===== src/makehint_pkg.sv =====
// Shared constants, width types, FSM states and signal bundles
// for the ML-DSA-87 hint packing stage

package makehint_pkg;

    // ------------------------------------------------------------------------
    // Width types
    // ------------------------------------------------------------------------
    localparam int MEM_ADDR_W = 10;

    typedef logic [22:0]           coeff_t;
    typedef logic [MEM_ADDR_W-1:0] mem_addr_t;
    typedef logic [7:0]            hint_idx_t;
    typedef logic [7:0]            hint_sum_t;
    typedef logic [31:0]           dword_t;
    typedef logic [2:0]            poly_cnt_t;

    // ------------------------------------------------------------------------
    // Algorithm constants
    // ------------------------------------------------------------------------
    localparam coeff_t MLDSA_Q = 23'd8380417;
    // Decomposition bound (Q-1)/32 used by the hint rule
    localparam coeff_t GAMMA2 = 23'd261888;
    localparam int MLDSA_N = 256;
    localparam int MLDSA_K = 8;
    localparam int OMEGA = 75;
    localparam int COEFF_PER_WORD = 4;
    localparam int WORDS_PER_POLY = MLDSA_N / COEFF_PER_WORD;
    // The count area starts right after the OMEGA index bytes
    localparam int SUM_DWORD = OMEGA / 4;

    // Sequencer states, one polynomial is RD_MEM x64 then WAIT1 and WAIT2
    typedef enum logic [2:0] {
        MH_IDLE,
        MH_RD_MEM,
        MH_WAIT1,
        MH_WAIT2,
        MH_FLUSH,
        MH_SUM_LO,
        MH_SUM_MID,
        MH_SUM_HI
    } mh_state_e;

    // Read request shared by the coefficient and flag memories
    typedef struct packed {
        logic      rd_en;
        mem_addr_t addr;
    } mem_req_t;

    // Single-cycle write into the register API
    typedef struct packed {
        logic      wren;
        mem_addr_t addr;
        dword_t    data;
    } reg_wr_t;

    // Steering bundle from the FSM, sum_sel is 1 low, 2 middle, 3 high
    typedef struct packed {
        logic       rst_addr;
        logic       rd_active;
        logic       incr_poly;
        logic       flush;
        logic [1:0] sum_sel;
        logic       sum_addr;
    } mh_ctrl_t;

endpackage

===== src/makehint_top.sv =====
// Top level of the hint packing stage, wiring the counters,
// FSM, hint lanes, index buffer and register writer

`timescale 1ns/100ps

module makehint_top (
    input  logic                           clk,
    input  logic                           reset_n,
    input  logic                           zeroize,
    input  logic                           start,
    input  makehint_pkg::mem_addr_t        mem_base_addr,
    input  makehint_pkg::mem_addr_t        dest_base_addr,
    input  makehint_pkg::coeff_t [3:0]     r,
    input  logic [3:0]                     z,
    output makehint_pkg::mem_req_t         mem_rd_req,
    output makehint_pkg::mem_req_t         z_rd_req,
    output makehint_pkg::reg_wr_t          reg_wr,
    output logic                           done,
    output logic                           invalid_h
);

    makehint_pkg::mh_ctrl_t ctrl;
    logic last_addr;
    logic poly_last;
    logic idx_valid;
    makehint_pkg::hint_idx_t [3:0] idx;
    makehint_pkg::poly_cnt_t poly_cnt;
    logic [3:0] hint;
    logic buf_valid;
    makehint_pkg::dword_t buf_data;

    makehint_fsm u_fsm (
        .clk(clk), .reset_n(reset_n), .zeroize(zeroize), .start(start),
        .last_addr(last_addr), .poly_last(poly_last), .ctrl(ctrl), .done(done)
    );

    makehint_counter u_counter (
        .clk(clk), .reset_n(reset_n), .zeroize(zeroize), .ctrl(ctrl),
        .mem_base_addr(mem_base_addr), .mem_rd_req(mem_rd_req), .z_rd_req(z_rd_req),
        .last_addr(last_addr), .poly_last(poly_last), .idx_valid(idx_valid),
        .idx(idx), .poly_cnt(poly_cnt)
    );

    // The read-enable level arms the lanes for data one cycle later
    hint_gen u_hint_gen (
        .clk(clk), .reset_n(reset_n), .zeroize(zeroize), .enable(mem_rd_req.rd_en),
        .r(r), .z(z), .hint(hint)
    );

    hint_index_buffer u_buffer (
        .clk(clk), .reset_n(reset_n), .zeroize(zeroize), .flush(ctrl.flush),
        .hint(hint), .idx(idx), .out_valid(buf_valid), .out_data(buf_data)
    );

    hint_writer u_writer (
        .clk(clk), .reset_n(reset_n), .zeroize(zeroize), .start(start), .ctrl(ctrl),
        .hint(hint), .buf_valid(buf_valid), .buf_data(buf_data),
        .dest_base_addr(dest_base_addr), .reg_wr(reg_wr), .invalid_h(invalid_h)
    );

    // Hints from hint_gen only ever line up with a valid index word
    a_hint_has_idx: assert property (@(posedge clk) disable iff (!reset_n)
        (hint != 4'h0) |-> idx_valid);

    // The flag-memory word address names the polynomial being read,
    // so it has to agree with the polynomial counter on every read
    a_poly_in_step: assert property (@(posedge clk) disable iff (!reset_n)
        z_rd_req.rd_en |-> z_rd_req.addr[8:6] == poly_cnt);

endmodule


===== src/hint_writer.sv =====
// Running hint sum, per-polynomial count buffer, sticky invalid
// flag and the register-API write mux with its offset

`timescale 1ns/100ps

module hint_writer (
    input  logic                     clk,
    input  logic                     reset_n,
    input  logic                     zeroize,
    input  logic                     start,
    input  makehint_pkg::mh_ctrl_t   ctrl,
    input  logic [3:0]               hint,
    input  logic                     buf_valid,
    input  makehint_pkg::dword_t     buf_data,
    input  makehint_pkg::mem_addr_t  dest_base_addr,
    output makehint_pkg::reg_wr_t    reg_wr,
    output logic                     invalid_h
);

    makehint_pkg::hint_sum_t hint_sum;
    makehint_pkg::hint_sum_t sum_nxt;
    // Entry 0 ends up holding polynomial 0 after all eight shifts
    makehint_pkg::hint_sum_t [makehint_pkg::MLDSA_K-1:0] poly_sums;
    makehint_pkg::mem_addr_t wr_off;
    makehint_pkg::dword_t sum_dword;
    logic sum_phase;
    logic wr_fire;

    // incr_poly meets the last hints of a polynomial, so the new sum is stored
    assign sum_nxt = hint_sum + 8'($countones(hint));

    always_ff @(posedge clk or negedge reset_n) begin
        if (!reset_n) begin
            hint_sum  <= '0;
            poly_sums <= '0;
            invalid_h <= 1'b0;
        end else if (zeroize || start) begin
            hint_sum  <= '0;
            poly_sums <= '0;
            invalid_h <= 1'b0;
        end else begin
            hint_sum <= sum_nxt;
            if (ctrl.incr_poly) begin
                poly_sums <= {sum_nxt, poly_sums[makehint_pkg::MLDSA_K-1:1]};
            end
            // Sticky until the next run, even if the 8-bit sum wraps
            if (sum_nxt > 8'(makehint_pkg::OMEGA)) begin
                invalid_h <= 1'b1;
            end
        end
    end

    // ------------------------------------------------------------------------
    // Count dword layout
    // ------------------------------------------------------------------------
    always_comb begin
        case (ctrl.sum_sel)
            2'd1:    sum_dword = {poly_sums[0], 24'h0};
            2'd2:    sum_dword = poly_sums[4:1];
            2'd3:    sum_dword = {8'h0, poly_sums[7:5]};
            default: sum_dword = '0;
        endcase
    end

    assign sum_phase = (ctrl.sum_sel != 2'd0);
    assign wr_fire   = buf_valid || ctrl.flush || sum_phase;

    // Offset counts dwords from 0, then jumps to the count area
    always_ff @(posedge clk or negedge reset_n) begin
        if (!reset_n) begin
            wr_off <= '0;
        end else if (zeroize || ctrl.rst_addr) begin
            wr_off <= '0;
        end else if (ctrl.sum_addr) begin
            wr_off <= 10'(makehint_pkg::SUM_DWORD);
        end else if (wr_fire) begin
            wr_off <= wr_off + 1'b1;
        end
    end

    assign reg_wr.wren = wr_fire;
    assign reg_wr.addr = dest_base_addr + wr_off;
    assign reg_wr.data = sum_phase ? sum_dword : buf_data;

    // Index dwords must be done before the FSM reaches the count writes
    a_no_buf_in_sum: assert property (@(posedge clk) disable iff (!reset_n)
        sum_phase |-> !buf_valid);

endmodule


===== src/makehint_counter.sv =====
// Read-address, coefficient-index and polynomial counters
// with the end-of-polynomial detect

`timescale 1ns/100ps

module makehint_counter (
    input  logic                            clk,
    input  logic                            reset_n,
    input  logic                            zeroize,
    input  makehint_pkg::mh_ctrl_t          ctrl,
    input  makehint_pkg::mem_addr_t         mem_base_addr,
    output makehint_pkg::mem_req_t          mem_rd_req,
    output makehint_pkg::mem_req_t          z_rd_req,
    output logic                            last_addr,
    output logic                            poly_last,
    output logic                            idx_valid,
    output makehint_pkg::hint_idx_t [3:0]   idx,
    output makehint_pkg::poly_cnt_t         poly_cnt
);

    makehint_pkg::mem_addr_t rd_addr;
    makehint_pkg::mem_addr_t z_addr;
    makehint_pkg::hint_idx_t idx_base;
    logic rd_d1;
    logic rd_d2;

    // Both addresses step together, r from its base and z from 0
    always_ff @(posedge clk or negedge reset_n) begin
        if (!reset_n) begin
            rd_addr <= '0;
            z_addr  <= '0;
        end else if (zeroize) begin
            rd_addr <= '0;
            z_addr  <= '0;
        end else if (ctrl.rst_addr) begin
            rd_addr <= mem_base_addr;
            z_addr  <= '0;
        end else if (ctrl.rd_active) begin
            rd_addr <= rd_addr + 1'b1;
            z_addr  <= z_addr + 1'b1;
        end
    end

    assign mem_rd_req = '{rd_en: ctrl.rd_active, addr: rd_addr};
    assign z_rd_req   = '{rd_en: ctrl.rd_active, addr: z_addr};

    // The low bits of the z address give the word within the polynomial
    assign last_addr = (z_addr[5:0] == 6'(makehint_pkg::WORDS_PER_POLY - 1));

    // ------------------------------------------------------------------------
    // Index pipeline, one cycle memory latency plus one in hint_gen
    // ------------------------------------------------------------------------
    always_ff @(posedge clk or negedge reset_n) begin
        if (!reset_n) begin
            rd_d1    <= 1'b0;
            rd_d2    <= 1'b0;
            idx_base <= '0;
            poly_cnt <= '0;
        end else if (zeroize) begin
            rd_d1    <= 1'b0;
            rd_d2    <= 1'b0;
            idx_base <= '0;
            poly_cnt <= '0;
        end else begin
            rd_d1 <= ctrl.rd_active;
            rd_d2 <= rd_d1;
            // 64 words of four wrap the 8-bit index back to 0 per polynomial
            if (ctrl.rst_addr) begin
                idx_base <= '0;
            end else if (rd_d2) begin
                idx_base <= idx_base + 8'd4;
            end
            if (ctrl.rst_addr) begin
                poly_cnt <= '0;
            end else if (ctrl.incr_poly) begin
                poly_cnt <= poly_cnt + 1'b1;
            end
        end
    end

    assign idx_valid = rd_d2;
    assign poly_last = (poly_cnt == 3'(makehint_pkg::MLDSA_K - 1));

    always_comb begin
        for (int i = 0; i < 4; i++) begin
            idx[i] = idx_base + 8'(i);
        end
    end

endmodule


===== src/makehint_fsm.sv =====
// Sequencing FSM for reading, pipeline drain, flush and the
// three hint count writes

`timescale 1ns/100ps

module makehint_fsm (
    input  logic                    clk,
    input  logic                    reset_n,
    input  logic                    zeroize,
    input  logic                    start,
    input  logic                    last_addr,
    input  logic                    poly_last,
    output makehint_pkg::mh_ctrl_t  ctrl,
    output logic                    done
);

    makehint_pkg::mh_state_e state;
    makehint_pkg::mh_state_e state_nxt;

    always_ff @(posedge clk or negedge reset_n) begin
        if (!reset_n) begin
            state <= makehint_pkg::MH_IDLE;
        end else if (zeroize) begin
            state <= makehint_pkg::MH_IDLE;
        end else begin
            state <= state_nxt;
        end
    end

    // ------------------------------------------------------------------------
    // Next state and control decode
    // ------------------------------------------------------------------------
    always_comb begin
        state_nxt = state;
        ctrl      = '0;
        unique case (state)
            makehint_pkg::MH_IDLE: begin
                // Base addresses are loaded every idle cycle
                ctrl.rst_addr = 1'b1;
                if (start) begin
                    state_nxt = makehint_pkg::MH_RD_MEM;
                end
            end
            makehint_pkg::MH_RD_MEM: begin
                ctrl.rd_active = 1'b1;
                if (last_addr) begin
                    state_nxt = makehint_pkg::MH_WAIT1;
                end
            end
            // Two idle cycles let the memory and hint_gen stages drain
            makehint_pkg::MH_WAIT1: begin
                state_nxt = makehint_pkg::MH_WAIT2;
            end
            makehint_pkg::MH_WAIT2: begin
                // The last hints of this polynomial are on the bus now
                ctrl.incr_poly = 1'b1;
                state_nxt = poly_last ? makehint_pkg::MH_FLUSH : makehint_pkg::MH_RD_MEM;
            end
            makehint_pkg::MH_FLUSH: begin
                ctrl.flush    = 1'b1;
                ctrl.sum_addr = 1'b1;
                state_nxt     = makehint_pkg::MH_SUM_LO;
            end
            makehint_pkg::MH_SUM_LO: begin
                ctrl.sum_sel = 2'd1;
                state_nxt    = makehint_pkg::MH_SUM_MID;
            end
            makehint_pkg::MH_SUM_MID: begin
                ctrl.sum_sel = 2'd2;
                state_nxt    = makehint_pkg::MH_SUM_HI;
            end
            makehint_pkg::MH_SUM_HI: begin
                ctrl.sum_sel = 2'd3;
                state_nxt    = makehint_pkg::MH_IDLE;
            end
            default: begin
                state_nxt = makehint_pkg::MH_IDLE;
            end
        endcase
    end

    assign done = (state == makehint_pkg::MH_IDLE);

    // The controller never restarts a run that is still in flight
    a_start_idle: assert property (@(posedge clk) disable iff (!reset_n || zeroize)
        start |-> state == makehint_pkg::MH_IDLE);

endmodule


===== src/hint_index_buffer.sv =====
// Packs indices of set hints into dwords, oldest index in byte 0,
// and flushes the remainder padded with zeros

`timescale 1ns/100ps

module hint_index_buffer (
    input  logic                            clk,
    input  logic                            reset_n,
    input  logic                            zeroize,
    input  logic                            flush,
    input  logic [3:0]                      hint,
    input  makehint_pkg::hint_idx_t [3:0]   idx,
    output logic                            out_valid,
    output makehint_pkg::dword_t            out_data
);

    // Held bytes, entries past the fill level are always zero
    makehint_pkg::hint_idx_t [6:0] store;
    makehint_pkg::hint_idx_t [6:0] merged;
    logic [2:0] fill;
    logic [3:0] merged_cnt;

    // ------------------------------------------------------------------------
    // Append the indices of set lanes behind the held bytes, in lane order
    // ------------------------------------------------------------------------
    always_comb begin
        merged     = store;
        merged_cnt = {1'b0, fill};
        for (int i = 0; i < 4; i++) begin
            if (hint[i]) begin
                if (merged_cnt < 4'd7) begin
                    merged[merged_cnt[2:0]] = idx[i];
                end
                merged_cnt = merged_cnt + 4'd1;
            end
        end
    end

    // A dword leaves in the same cycle its fourth index arrives
    // On flush the low four bytes hold the remainder, already zero padded
    assign out_valid = (merged_cnt >= 4'd4);
    assign out_data  = merged[3:0];

    always_ff @(posedge clk or negedge reset_n) begin
        if (!reset_n) begin
            store <= '0;
            fill  <= '0;
        end else if (zeroize || flush) begin
            store <= '0;
            fill  <= '0;
        end else if (out_valid) begin
            // Drop the emitted dword and shift the rest down to byte 0
            store <= {32'h0, merged[6:4]};
            fill  <= 3'(merged_cnt - 4'd4);
        end else begin
            store <= merged;
            fill  <= merged_cnt[2:0];
        end
    end

    // At most three bytes stay behind, so four new ones never overrun
    a_occupancy: assert property (@(posedge clk) disable iff (!reset_n)
        merged_cnt <= 4'd7);

endmodule


===== src/hint_gen.sv =====
// Four-lane registered hint computation from r coefficients
// and the matching z-differs flags

`timescale 1ns/100ps

module hint_gen (
    input  logic                         clk,
    input  logic                         reset_n,
    input  logic                         zeroize,
    input  logic                         enable,
    input  makehint_pkg::coeff_t [3:0]   r,
    input  logic [3:0]                   z,
    output logic [3:0]                   hint
);

    // Upper edge of the no-hint band, where z decides
    localparam makehint_pkg::coeff_t HI_BOUND = makehint_pkg::MLDSA_Q - makehint_pkg::GAMMA2;

    logic       en_q;
    logic [3:0] hint_nxt;

    // Per lane the hint is set strictly inside the band, or on its
    // upper edge when the z flag of that lane is set
    always_comb begin
        for (int i = 0; i < makehint_pkg::COEFF_PER_WORD; i++) begin
            hint_nxt[i] = ((r[i] > makehint_pkg::GAMMA2) && (r[i] < HI_BOUND)) ||
                          ((r[i] == HI_BOUND) && z[i]);
        end
    end

    // enable is the read-enable level of the request
    // The memory answers a cycle later, so it is delayed once to meet r and z
    always_ff @(posedge clk or negedge reset_n) begin
        if (!reset_n) begin
            en_q <= 1'b0;
            hint <= '0;
        end else if (zeroize) begin
            en_q <= 1'b0;
            hint <= '0;
        end else begin
            en_q <= enable;
            // Stale memory data outside a read window must not make hints
            hint <= en_q ? hint_nxt : '0;
        end
    end

endmodule


===== config.mk =====
export PLATFORM = sky130hd
export DESIGN_NAME = makehint_top
export DESIGN_NICKNAME = d
export VERILOG_FILES = /design/src/makehint_pkg.sv /design/src/makehint_top.sv /design/src/hint_writer.sv /design/src/makehint_counter.sv /design/src/makehint_fsm.sv /design/src/hint_index_buffer.sv /design/src/hint_gen.sv
export SDC_FILE = /design/constraint.sdc
export NUM_CORES = 1
export LEC_CHECK = 0
export ABC_AREA = 1
export BUFFER_PORTS_ARGS = -buffer_cell sky130_fd_sc_hd__buf_2
export CAP_MARGIN = 15
export CORE_MARGIN = 5
export CORE_UTILIZATION = 46
export DETAILED_ROUTE_END_ITERATION = 6
export PLACE_DENSITY = 0.7
export SLEW_MARGIN = 5
export SYNTH_ARGS = -nofsm -noshare
export SYNTH_HDL_FRONTEND = slang
export SYNTH_SLANG_ARGS = --single-unit

===== constraint.sdc =====
create_clock -name clk -period 4.3 [get_ports clk]
set_input_delay 0.215 -clock clk [delete_from_list [all_inputs] [get_ports clk]]
set_output_delay 0.215 -clock clk [all_outputs]
set_load 0.05 [all_outputs]

-- Word-level counts from Yosys, hierarchy flattened
Index checks and enable logic that the tools add are counted.
- register bits after elaboration: 182
- output and inout port bits: 67
- bits in writable memories: 0
- ROM bits: 0
- memories: 0
- word-level logic and storage cells: 179
- latch bits: 0
- reductions and logical operators: 30
- add/subtract/negate cells: 18
- eq/ne operators: 18
- multiplexer cells: 64
- shift-type cells: 0
- divide/modulo/power cells: 0
- bitwise operators: 0
- $lt $le $gt $ge: 22
- multiply operators: 0
- operators with widths (kind ; number):
    $mux 56 ; 10
    $bwmux 56 ; 4
    $mux 64 ; 2
    $demux 8 s3 ; 4
    $pmux 32 s3 ; 1
    $eq 23x23->1 const B ; 4
    $gt 23x18->1 const B ; 4
    $lt 23x23->1 const B ; 4
    $mux 10 ; 9
    $mux 8 ; 8
    $mux 32 ; 1
    $add 10x1->10 const B ; 3
    $mux 3 ; 9
    $mux 4 ; 6
    $pmux 3 s8 ; 1
    $add 8x2->8 const B ; 2
    $add 8x8->8 ; 2
    $lt 3x4->1 const B ; 4
    $eq 3x3->1 const B ; 5
    $add 4x1->4 const B ; 3
    $ge 3x1->1 const B ; 4
    $logic_and 1x1->1 ; 12
    $lt 4x3->1 const B ; 3
    $reduce_bool 3->1 ; 4
    22 further kinds ; 43

-- Depth between registers and ports, before layout
Gate-level depths: netlist (run 1).
- depth after elaboration: 18
- gate-level depth with buffers: 21

-- By module
Synthesis (run 1) repeated with hierarchy kept, for this count alone.
- cells, all modules: 2206
- area, all modules: 13819.5 um2
- modules (own cells, without submodules) (module ; cells an instance ; instances ; area an instance (um2)):
    hint_index_buffer ; 983 ; 1 ; 5640.4
    hint_writer ; 610 ; 1 ; 4626.9
    makehint_counter ; 252 ; 1 ; 1906.8
    hint_gen ; 322 ; 1 ; 1408.9
    makehint_fsm ; 39 ; 1 ; 236.5

-- Least setup slack after synthesis (run 1)
No wires, ideal clock.
- path kind: register -> output
- start point: register u_buffer.fill[0]
- end point: output reg_wr[30] (netlist bit)
- stages on the path, launching flop included: 19
- path buffers: 0
- required time: 4.085 ns
- data arrival time: 3.058 ns
- path slack: 1.027 ns
- cells stage by stage: dfrtp_1 > ha_1 > nand2_1 > nand2_2 > ha_1 > nand2_1 > nand2_4 > ha_1 > inv_1 > o21ai_2 > ha_1 > inv_1 > nor2_2 > nor2_8 > nand3_4 > nand3_2 > nand2_1 > nand3_1 > nand2_1
- RTL lines (item ; RTL line ; RTL):
    from (decl) ; hint_index_buffer.sv:20 ; logic [2:0] fill;
    from (signal assigned) ; hint_index_buffer.sv:54 ; fill <= 3'(merged_cnt - 4'd4);
    from (signal assigned) ; hint_index_buffer.sv:57 ; fill <= merged_cnt[2:0];
    to (decl) ; makehint_top.sv:17 ; output makehint_pkg::reg_wr_t reg_wr,

==> key figures, run 1 <==
Synth
  – Post-Syn Instances: 1427
  – Primary FF master, synth: dfrtp_1
  – Synth cell types: just over 50
  – Share of flip-flops with an asynchronous set or reset: 100%
  – Top cell type's share of synthesized area: about two fifths
  – Area leader, netlist: dfrtp_1
  – Yosys reg bits: 180
  – Yosys warns: 0
  – Avg Cell Area, Syn: 7.58 µm²
  – Net count after synthesis: ~1.6k
  – Cell Area, Synth: around 0.011 mm²
  – Post-synth EDFFs: 0
  – Synth top area cells: dfrtp_1, nand2_1, nand3_1
  – Seq/Total Area, Yosys: 41.6%

Setup path
  – Crit-path cells: ha_1, nand2_1, nand2_2, ha_1, nand2_1, nand2_4, ha_1, inv_1, o21ai_2, ha_1, inv_1, nor2_2, nor2_8, nand3_4, nand3_2, nand2_1, nand3_1, nand2_1, buf_2
  – Crit-path max cell delay: 430 ps
  – R2R Setup Slk: approximately 970 ps
  – R2r worst-path depth: 16
  – Crit path launch type: flip-flop
  – WP data arrival: 3880 ps
  – Crit Path Max Fanout: 10
  – Reg-to-reg endpoint: u_writer.wr_off[1]
  – CP delay by family, top: simple AND/OR/NAND/NOR gates
  – Crit path kind: reg2out
  – Req. time, crit path: roughly 4100 ps
  – CP endpoint: reg_wr[27]
  – Critical path startpoint: u_buffer.fill[0]
  – WP buf/inv: 3
  – Slowest CP cell: dfrtp_1
  – Reg2Reg Launch Point: u_buffer.fill[0]
  – Stages on the worst setup path: 19
  – Critical Path Sink Type: output port

Global routing
  – GRT Util Overall: between 20 and 25%
  – GRT overflow: 0
  – Antenna violations before repair: 1
  – Vias in the first global route: 10.0k
  – Pin count of the biggest net entering global routing: 95
  – First-pass GRT wire length: 51300 µm

STA
  – Actual slew at the worst max-slew pin: about 950 ps
  – Worst Skew: 13.8 ps
  – Slew HR: between 30% and 40%
  – Final WS setup: ~200 ps
  – Final worst path period share: 95.3%
  – Max-slew violations: 0
  – Fin crit period: 4100 ps
  – RSZ-0062 raised after global routing: no
  – Setup violators final: 0
  – WHS: about 40 ps
  – F_max: ~0.24 GHz
  – Setup TNS: 0 ps
  – Final hold violation count: 0

Place
  – Hpwl dp: roughly 23000 µm
  – Number of I/O port buffers: around 190
  – Routability cong.: approximately 1
  – Worst slack, placed: 683 ps
  – Placed insts: around 1.9k
  – Area after DPL: roughly 0.012 mm²

Floorplanning
  – Core footprint: 0.0233 mm²
  – Die H: 163 µm
  – Initial Util: between 40% and 50%
  – Row Count: 56
  – I/O pin total: between 150 and 200
  – Die X: roughly 160 µm
  – DIE AREA: 0.0267 mm²

Power
  – PD cells: 455 mW/mm²
  – Worst vdd ir: between 0.4 and 0.5 mV
  – Net Sw Power: 2.54 mW
  – Combinational Power Share: 38.2%
  – Tot Pwr: approximately 5.8 mW
  – Internal power: between 3 and 4 mW
  – Switching Share: between 40% and 50%
  – Sequential Power Share: between 30% and 40%
  – Power share of the clock group: approximately 28%
  – Lkg Pwr: between 6 and 7 nW

Clock network
  – Clock root cell: clkbuf_16
  – Post-CTS Setup Bufs: 0
  – H-tree lvl count: 4
  – Clk sink count: between 150 and 200
  – Cts bufs inserted: 17
  – Later-pin clock latency in the skew report: 440 ps
  – Post-CTS resize count: 0
  – CTS tree: built
  – CTS Hold Bufs: 1
  – CTS clk-pin slew, worst paths: approximately 70 ps
  – Maximum root-to-sink buffer count: 2

Run status
  – Status: complete, but fails checks
  – Failing checks: DRC

Routing
  – Drt wl/cell: about 16 µm
  – Post-route ant nets: 0
  – Routed vias/inst: ~5.4
  – Via count: 10.4k
  – Iter 0 DRT Violations: around 870
  – DRT Pass-1 Iters: 7
  – Final WL: around 32000 µm
  – # DRC: 2

Cells and area
  – Fill count: roughly 2.2k
  – Nets: about 1.7k
  – Commonest non-fill, non-tap cell in the layout: nand2_1
  – Fin cells: between 1.5k and 2k
  – Share of layout cells above drive strength 1: 19.5%
  – Most frequent cells in the layout: nand2_1, buf_2, dfrtp_1, inv_1, nand3_1
  – Finished Core Util: between 50% and 60%
  – Final instance area: roughly 0.013 mm²
  – Area growth from synthesis to layout: 17.4%

Flow run
  – Max-cap violation count: 0

Hold path
  – Min-Delay Path Class: in2reg
==> state kept, by name, summed over array words and instances (netlist names), 3 cells and up <==
| register | count |
|---|---|
| u_counter.poly_cnt | 3 |
| u_counter.rd_addr | 10 |
| u_buffer.store | 56 |
| u_buffer.fill | 3 |
| u_writer.poly_sums | 64 |
| u_counter.idx_base | 6 |
| u_fsm.state | 3 |
| u_writer.hint_sum | 8 |
| u_writer.wr_off | 10 |
| u_counter.z_addr | 10 |
| u_hint_gen.hint | 4 |
==> synth_stat cells, drive strengths merged (2+ instances only) <==
master  number
o21ai       88
a31oi        4
nand3b      25
a22oi        2
o22ai       10
o211ai       9
o21a         4
or2          5
xor2        21
o221ai       3
inv        186
buf         14
nand4       29
o31ai       10
fa           4
nor3        22
nand3      170
dfrtp      180
nor2       153
a21oi       47
clkinv       6
xnor2       10
nor3b        2
clkbuf      29
ha          23
nand2      353
nor4        11
==> worst min-delay path by stage <==
| stage | end | cells after the start | start |
|---|---|---|---|
| after floorplan | u_buffer.fill[0] | 0 | reset_n |
| after global placement | u_hint_gen.hint[0] | 1 | reset_n |
| after detailed placement | u_hint_gen.hint[0] | 1 | reset_n |
| after CTS | u_counter.rd_addr[5] | 3 | mem_base_addr[5] |
| after global routing | u_counter.rd_addr[5] | 3 | mem_base_addr[5] |
| final | u_counter.rd_addr[5] | 3 | mem_base_addr[5] |
==> logic make-up after synthesis <==
logic type	after synthesis	synth area share (%)
AND/OR/NAND/NOR	771	33.8
buffers and inverters	235	8.74
AO/OA/AOI/OAI	183	9.65
flip-flops	180	41.6
XOR/XNOR	31	2.75
adder cells (fa/ha/maj)	27	3.40
==> power groups by stage <==
stage | sequential [mW] | combinational, mW | clock (mW)
6_report | 1.93 | 2.21 | 1.63
3_5_place_dp | 1.96 | 2.19 | 0
4_1_cts | 1.93 | 2.20 | 1.65
5_1_grt | 1.95 | 2.41 | 1.72
3_3_place_gp | 1.96 | 2.17 | 0
2_1_floorplan | 2.10 | 1.50 | 0
==> cell type report <==
| cell class | count | area (µm²) | area share, % |
|---|---|---|---|
| multi-input cells | 1012 | 5390 | 42.5 |
| flip-flops and latches | 180 | 4500 | 35.5 |
| repair buffers | 198 | 1060 | 8.36 |
| inverters | 192 | 723 | 5.69 |
| clock buffers | 18 | 439 | 3.46 |
| well taps | 319 | 399 | 3.14 |
| clock inverters | 14 | 180 | 1.42 |
| diodes | 1 | 2.50 | 0.0197 |
==> worst reg2reg max path, delay by kind of cell, from the launching register on <==
family	cells	cell delay (ps)
DFF	1	430
xor gates and xnor gates	1	300
buffers and inverters	1	40
AOI/OAI and AO/OA	2	280
adders and majority gates	4	1060
and+or+nand+nor	8	1170
==> routing by layer <==
metal  vias up  track usage (%)  wire length (µm)
met3        44             4.82              2280
li1       5013                -                 -
met5         -                0                 0
met1      4958             33.2             13800
met4         0             5.91               615
met2       340             39.2             15200
(Power assumes the default switching activity.)
==> run 2, diff against run 1 <==
--- a/config.mk
+++ b/config.mk
@@ -12,6 +12,7 @@
 export CORE_UTILIZATION = 46
 export DETAILED_ROUTE_END_ITERATION = 6
 export PLACE_DENSITY = 0.7
+export REMOVE_ABC_BUFFERS = 1
 export SLEW_MARGIN = 5
 export SYNTH_ARGS = -nofsm -noshare
 export SYNTH_HDL_FRONTEND = slang
==> key figures, run 2 (synthesis results as in run 1) <==
Cells and area
  – Max reg flops: 64 (unchanged)
  – Fin cells: 1932 (-0.10%)
  – Antenna Cells: 0 (-1)
  – Most frequent cells in the layout: nand2_1, buf_2, dfrtp_1, inv_1, nand3_1
  – Nets: 1747 (-0.057%)
  – Commonest non-fill, non-tap cell in the layout: nand2_1
  – Largest regs: u_writer.poly_sums (64), u_buffer.store (56)
  – Fill count: 2219 (+0.68%)
  – Share of layout cells above drive strength 1: 19.4% (-0.050 points)
  – Largest register by flop count: u_writer.poly_sums
  – Register area: 0.00450 mm² (unchanged)
  – Area growth from synthesis to layout: 17.1%
  – Area of the multi-input gates: 0.00541 mm² (+0.32%)
  – Finished Core Util: 54.3% (-0.11 points)

Floorplanning
  – I/O pin total: 187 (unchanged)
  – Initial Util: 46.4% (unchanged)
  – DIE AREA: 0.0267 mm² (unchanged)
  – Die H: 163 µm (unchanged)
  – Row Count: 56 (unchanged)
  – Core footprint: 0.0233 mm² (unchanged)
  – Die X: 163 µm (unchanged)

Clock network
  – Clock root cell: clkbuf_16
  – Clk sink count: 180 (unchanged)
  – Later-pin clock latency in the skew report: 440 ps (about the same)
  – Post-CTS Setup Bufs: 0 (unchanged)
  – Cts bufs inserted: 17 (unchanged)
  – CTS clk-pin slew, worst paths: 70 ps (about the same)
  – H-tree lvl count: 4 (unchanged)
  – Maximum root-to-sink buffer count: 2 (unchanged)
  – CTS tree: built

Routing
  – # DRC: 0 (-2)
  – Iter 0 DRT Violations: 925 (+6.6%)
  – Via count: 10.4k (+0.51%)
  – Drt wl/cell: 16.1 µm (-2.5%)
  – Post-route ant nets: 0 (unchanged)
  – DRT Pass-1 Iters: 6 (-1)
  – Final WL: 31000 µm (-2.6%)
  – Routed vias/inst: 5.39 (+0.62%)

Place
  – Number of I/O port buffers: 186 (unchanged)
  – Placed insts: 1898 (-0.053%)
  – Routability cong.: 0.905 (-8.5%)
  – Hpwl dp: 22300 µm (-4.4%)

Flow run
  – Max-cap violation count: 0 (unchanged)

Power
  – Lkg Pwr: 6.40 nW (-0.32%)
  – Worst vdd ir: 0.377 mV (-8.2%)
  – Tot Pwr: 5.75 mW (-0.43%)
  – PD cells: 454 mW/mm² (-0.23%)

Setup path
  – Reg2Reg Launch Point: u_buffer.fill[0]
  – Most common cell on crit path: ha_1
  – Crit path kind: reg2out
  – Crit Path Max Fanout: 9 (-1)
  – Critical path startpoint: u_buffer.fill[0]
  – WP data arrival: 3810 ps (-70 ps)
  – Critical Path Sink Type: output port
  – R2r worst-path depth: 18 (+2)
  – Reg-to-reg endpoint: u_buffer.store[5]
  – Crit-path cells: ha_1, nand2_1, nand2_2, ha_1, nand2_1, nand2_4, ha_1, inv_1, o21ai_2, ha_1, inv_1, nor2_4, nor2_8, nand3_4, nand3_1, nand2_1, o211ai_1, buf_2
  – R2R Setup Slk: 920 ps (-50 ps)
  – Crit path launch type: flip-flop
  – Slowest CP cell: dfrtp_1
  – Crit-path max cell delay: 430 ps (about the same)
  – Req. time, crit path: 4090 ps (about the same)

Hold path
  – Min-Delay Path Class: in2reg
  – Worst hold endpoint: u_hint_gen.hint[2]
  – Hold wc startpoint: r[65]
  – Hold path depth: 3 (unchanged)

STA
  – Max-slew violations: 0 (unchanged)
  – Setup violators final: 0 (unchanged)
  – Final hold violation count: 0 (unchanged)
  – F_max: 0.249 GHz (+2.0%)
  – RSZ-0062 raised after global routing: no
  – Slew HR: 25.8% (-11 points)
  – Final worst path period share: 93.5% (-1.8 points)
  – Fin crit period: 4020 ps (-79.2 ps)
  – Actual slew at the worst max-slew pin: 1110 ps (+163 ps)
  – Setup TNS: 0 ps (unchanged)
  – Worst Skew: 11.4 ps (-2.37 ps)

Global routing
  – Pin count of the biggest net entering global routing: 103 (+8.4%)
  – GRT overflow: 0 (unchanged)
  – Vias in the first global route: 10.1k (+0.97%)
  – Antenna violations before repair: 0 (-1)
  – First-pass GRT wire length: 50400 µm (-1.7%)
  – GRT Util Overall: 23.5% (-0.56 points)

Run status
  – Status: complete, no violations
[run 2: worst max-delay path: cells and delay by family, from the launching register on]
| family | cells | cell delay (ps) |
|---|---|---|
| simple gates | 9 | 1120 |
| fa+ha+maj | 4 | 1070 |
| buf+inv | 3 | 480 |
| flops | 1 | 430 |
| compound gates | 2 | 250 |
[run 2: how the worst max path moves through the flow]
stage               slack (ps)                    end
floorplan                 -190  u_writer.poly_sums[0]
global placement           730             reg_wr[27]
detailed placement         650             reg_wr[27]
CTS                        170             reg_wr[27]
global route                20              reg_wr[9]
finish                     280              reg_wr[9]
[run 2: stage by stage]
step | hold slack (ps) | instance area, µm² | worst slack [ps]
after global routing | 63.0 | 12700 | 23.6
after floorplan | -80.6 | 10600 | -185
after detailed placement | 418 | 12000 | 654
after global placement | 408 | 12000 | 729
after CTS | 43.1 | 12600 | 167
final | 55.9 | 12700 | 280
[run 2: repair_timing]
item	4_1_cts	5_1_grt
resized for setup	0	5
hold endpoints to repair	101	0
endpoints found under the setup margin	0	10
hold buffers	1	0
[run 2: metal layers]
layer	wire length (µm)	vias up	track usage, %
li1	-	5017	-
met5	0	-	0
met4	830	0	8.50
met3	2040	61	4.19
met1	13600	4943	32.4
met2	14500	387	37.3
[run 2: power by group]
group / total, mW / internal [mW] / leakage, nW / switching, mW
Combinational: 2.25 / 0.555 / 3.63 / 1.70
Clock: 1.57 / 0.836 / 0.280 / 0.730
Sequential: 1.93 / 1.83 / 2.49 / 0.105
[run 2: cell type report]
cell class / count / share of cell area [%]
clock inverter: 13 / 1.09
inverter: 192 / 5.70
timing repair buffer: 197 / 8.36
multi-input combinational: 1012 / 42.7
clock buffer: 19 / 3.49
tap: 319 / 3.15
sequential: 180 / 35.5
==> run 3, diff against run 2 <==
--- a/config.mk
+++ b/config.mk
@@ -9,10 +9,10 @@
 export BUFFER_PORTS_ARGS = -buffer_cell sky130_fd_sc_hd__buf_2
 export CAP_MARGIN = 15
 export CORE_MARGIN = 5
-export CORE_UTILIZATION = 46
+export CORE_UTILIZATION = 45
 export DETAILED_ROUTE_END_ITERATION = 6
-export PLACE_DENSITY = 0.7
-export REMOVE_ABC_BUFFERS = 1
+export GPL_ROUTABILITY_DRIVEN = 0
+export PLACE_DENSITY = 0.68
 export SLEW_MARGIN = 5
 export SYNTH_ARGS = -nofsm -noshare
 export SYNTH_HDL_FRONTEND = slang
==> key figures, run 3 (synthesis results as in run 1) <==
Run status
  – Status: complete, but fails checks
  – Failing checks: hold timing

Floorplanning
  – Die H: 165 µm (+1.0%)
  – Initial Util: 45.8% (-0.55 points)
  – Core footprint: 0.0236 mm² (+1.2%)
  – Die X: 165 µm (+1.0%)
  – I/O pin total: 187 (unchanged)
  – Row Count: 56 (unchanged)
  – DIE AREA: 0.0273 mm² (+2.1%)

Power
  – PD cells: 447 mW/mm² (-1.4%)
  – Lkg Pwr: 6.40 nW (about the same)
  – Worst vdd ir: 0.494 mV (+31%)

Cells and area
  – Most frequent cells in the layout: nand2_1, buf_2, dfrtp_1, inv_1, nand3_1
  – Largest register by flop count: u_writer.poly_sums
  – Largest regs: u_writer.poly_sums (64), u_buffer.store (56)
  – Nets: 1748 (+0.057%)
  – Commonest non-fill, non-tap cell in the layout: nand2_1
  – Antenna Cells: 0 (unchanged)
  – Fill count: 2248 (+1.3%)
  – Max reg flops: 64 (unchanged)
  – Share of layout cells above drive strength 1: 19.5% (+0.11 points)
  – Area growth from synthesis to layout: 16.9%

STA
  – Worst Skew: 9.63 ps (-1.78 ps)
  – RSZ-0062 raised after global routing: no
  – WHS: -98.1 ps (-154 ps)
  – Fin crit period: 4040 ps (+20.1 ps)
  – Setup violators final: 0 (unchanged)
  – Final worst path period share: 94.0% (+0.47 points)
  – Actual slew at the worst max-slew pin: 1040 ps (-73.0 ps)
  – F_max: 0.248 GHz (-0.50%)
  – Setup TNS: 0 ps (unchanged)
  – Final hold violation count: 64 (+64)
  – Max-slew violations: 0 (unchanged)
  – Slew HR: 30.8% (+5.0 points)

Clock network
  – Clock root cell: clkbuf_16
  – Clk sink count: 180 (unchanged)
  – Cts bufs inserted: 17 (unchanged)
  – CTS clk-pin slew, worst paths: 70 ps (about the same)
  – Later-pin clock latency in the skew report: 440 ps (about the same)
  – Maximum root-to-sink buffer count: 2 (unchanged)
  – CTS tree: built
  – Post-CTS Setup Bufs: 0 (unchanged)
  – H-tree lvl count: 4 (unchanged)

Setup path
  – R2R Setup Slk: 890 ps (-30 ps)
  – R2r worst-path depth: 16 (-2)
  – Crit path kind: reg2out
  – Reg-to-reg endpoint: u_writer.wr_off[2]
  – Reg2Reg Launch Point: u_buffer.fill[0]
  – Crit path launch type: flip-flop
  – WP data arrival: 3830 ps (+20 ps)
  – Critical Path Sink Type: output port
  – Req. time, crit path: 4090 ps (about the same)
  – Critical path startpoint: u_buffer.fill[0]
  – Crit Path Max Fanout: 10 (+1)

Routing
  – Routed vias/inst: 5.31 (-1.5%)
  – # DRC: 0 (unchanged)
  – Met1 Wirelength: 14100 µm (+3.2%)
  – Top layer in use: met4
  – DRT Pass-1 Iters: 7 (+1)
  – Via count: 10.3k (-1.5%)
  – Met3 WL post-DR: 2090 µm (+2.7%)
  – Final WL: 31300 µm (+0.76%)
  – Met2 routed WL: 14400 µm (-0.65%)
  – Drt wl/cell: 16.2 µm (+0.71%)
  – Iter 0 DRT Violations: 953 (+3.0%)
  – Post-route ant nets: 0 (unchanged)

Global routing
  – Antenna violations before repair: 0 (unchanged)
  – Pin count of the biggest net entering global routing: 122 (+18%)
  – Vias in the first global route: 10.0k (-0.66%)
  – GRT overflow: 0 (unchanged)
  – First-pass GRT wire length: 51000 µm (+1.1%)
  – GRT Util Overall: 23.5% (about the same)

Place
  – Number of I/O port buffers: 186 (unchanged)
  – Hpwl dp: 22900 µm (+2.6%)

Flow run
  – Max-cap violation count: 0 (unchanged)

Hold path
  – Min-Delay Path Class: in2async
## run 3: through the flow
step / util, % / std cells / total power [mW] / setup WS, ps / area, µm²
3_3_place_gp: 51.0 / 1900 / 4.14 / 688 / 12100
6_report: 53.6 / 1933 / 5.66 / 260 / 12600
3_5_place_dp: 51.0 / 1900 / 4.16 / 614 / 12100
2_1_floorplan: - / 1427 / 3.60 / 1030 / 10800
4_1_cts: 53.4 / 1932 / 5.67 / 147 / 12600
5_1_grt: 53.6 / 1933 / 5.98 / 12.1 / 12600
## run 3: what timing repair did
action	in CTS	in global routing
hold buffers	0	0
setup endpoints to repair	0	6
resized for setup	0	3
## run 3: cell type report
| class | count | area, µm² | share of cell area (%) |
|---|---|---|---|
| repair buffers | 198 | 1050 | 8.32 |
| flip-flops and latches | 180 | 4500 | 35.6 |
| clock buffers | 18 | 439 | 3.47 |
| multi-input cells | 1012 | 5410 | 42.7 |
| inverters | 192 | 723 | 5.72 |
| clock inverters | 14 | 124 | 0.979 |
| well taps | 319 | 399 | 3.16 |
## run 3: where the power goes
group / internal (mW) / switching (mW)
clock network: 0.773 / 0.733
registers: 1.83 / 0.109
logic: 0.558 / 1.66
## run 3: routing by layer
metal / track usage (%) / vias to the layer above
li1: - / 5000
met1: 33.1 / 4905
met2: 37.1 / 300
met3: 4.84 / 50
met4: 6.16 / 0
met5: 0 / -
## run 3: worst max-delay path, stage by stage (launching register included)
cell	delay, ps
dfrtp_1	440
ha_1	320
nand2_1	80
nand2_2	100
ha_1	290
nand2_1	110
nand2_4	80
ha_1	270
inv_1	50
o21ai_4	170
ha_1	190
inv_1	50
nor2_2	210
nor2_8	110
nand3_4	140
nand3_4	140
nand2_1	140
nand3_1	120
nand2_1	80
buf_2	280
## run 3: how the worst max path moves through the flow
stage	end	slack, ps	cells after the start
floorplan	reg_wr[30]	1030	18
global placement	reg_wr[27]	690	19
detailed placement	reg_wr[27]	610	19
CTS	reg_wr[27]	150	19
global route	reg_wr[8]	10	17
finish	reg_wr[26]	260	19
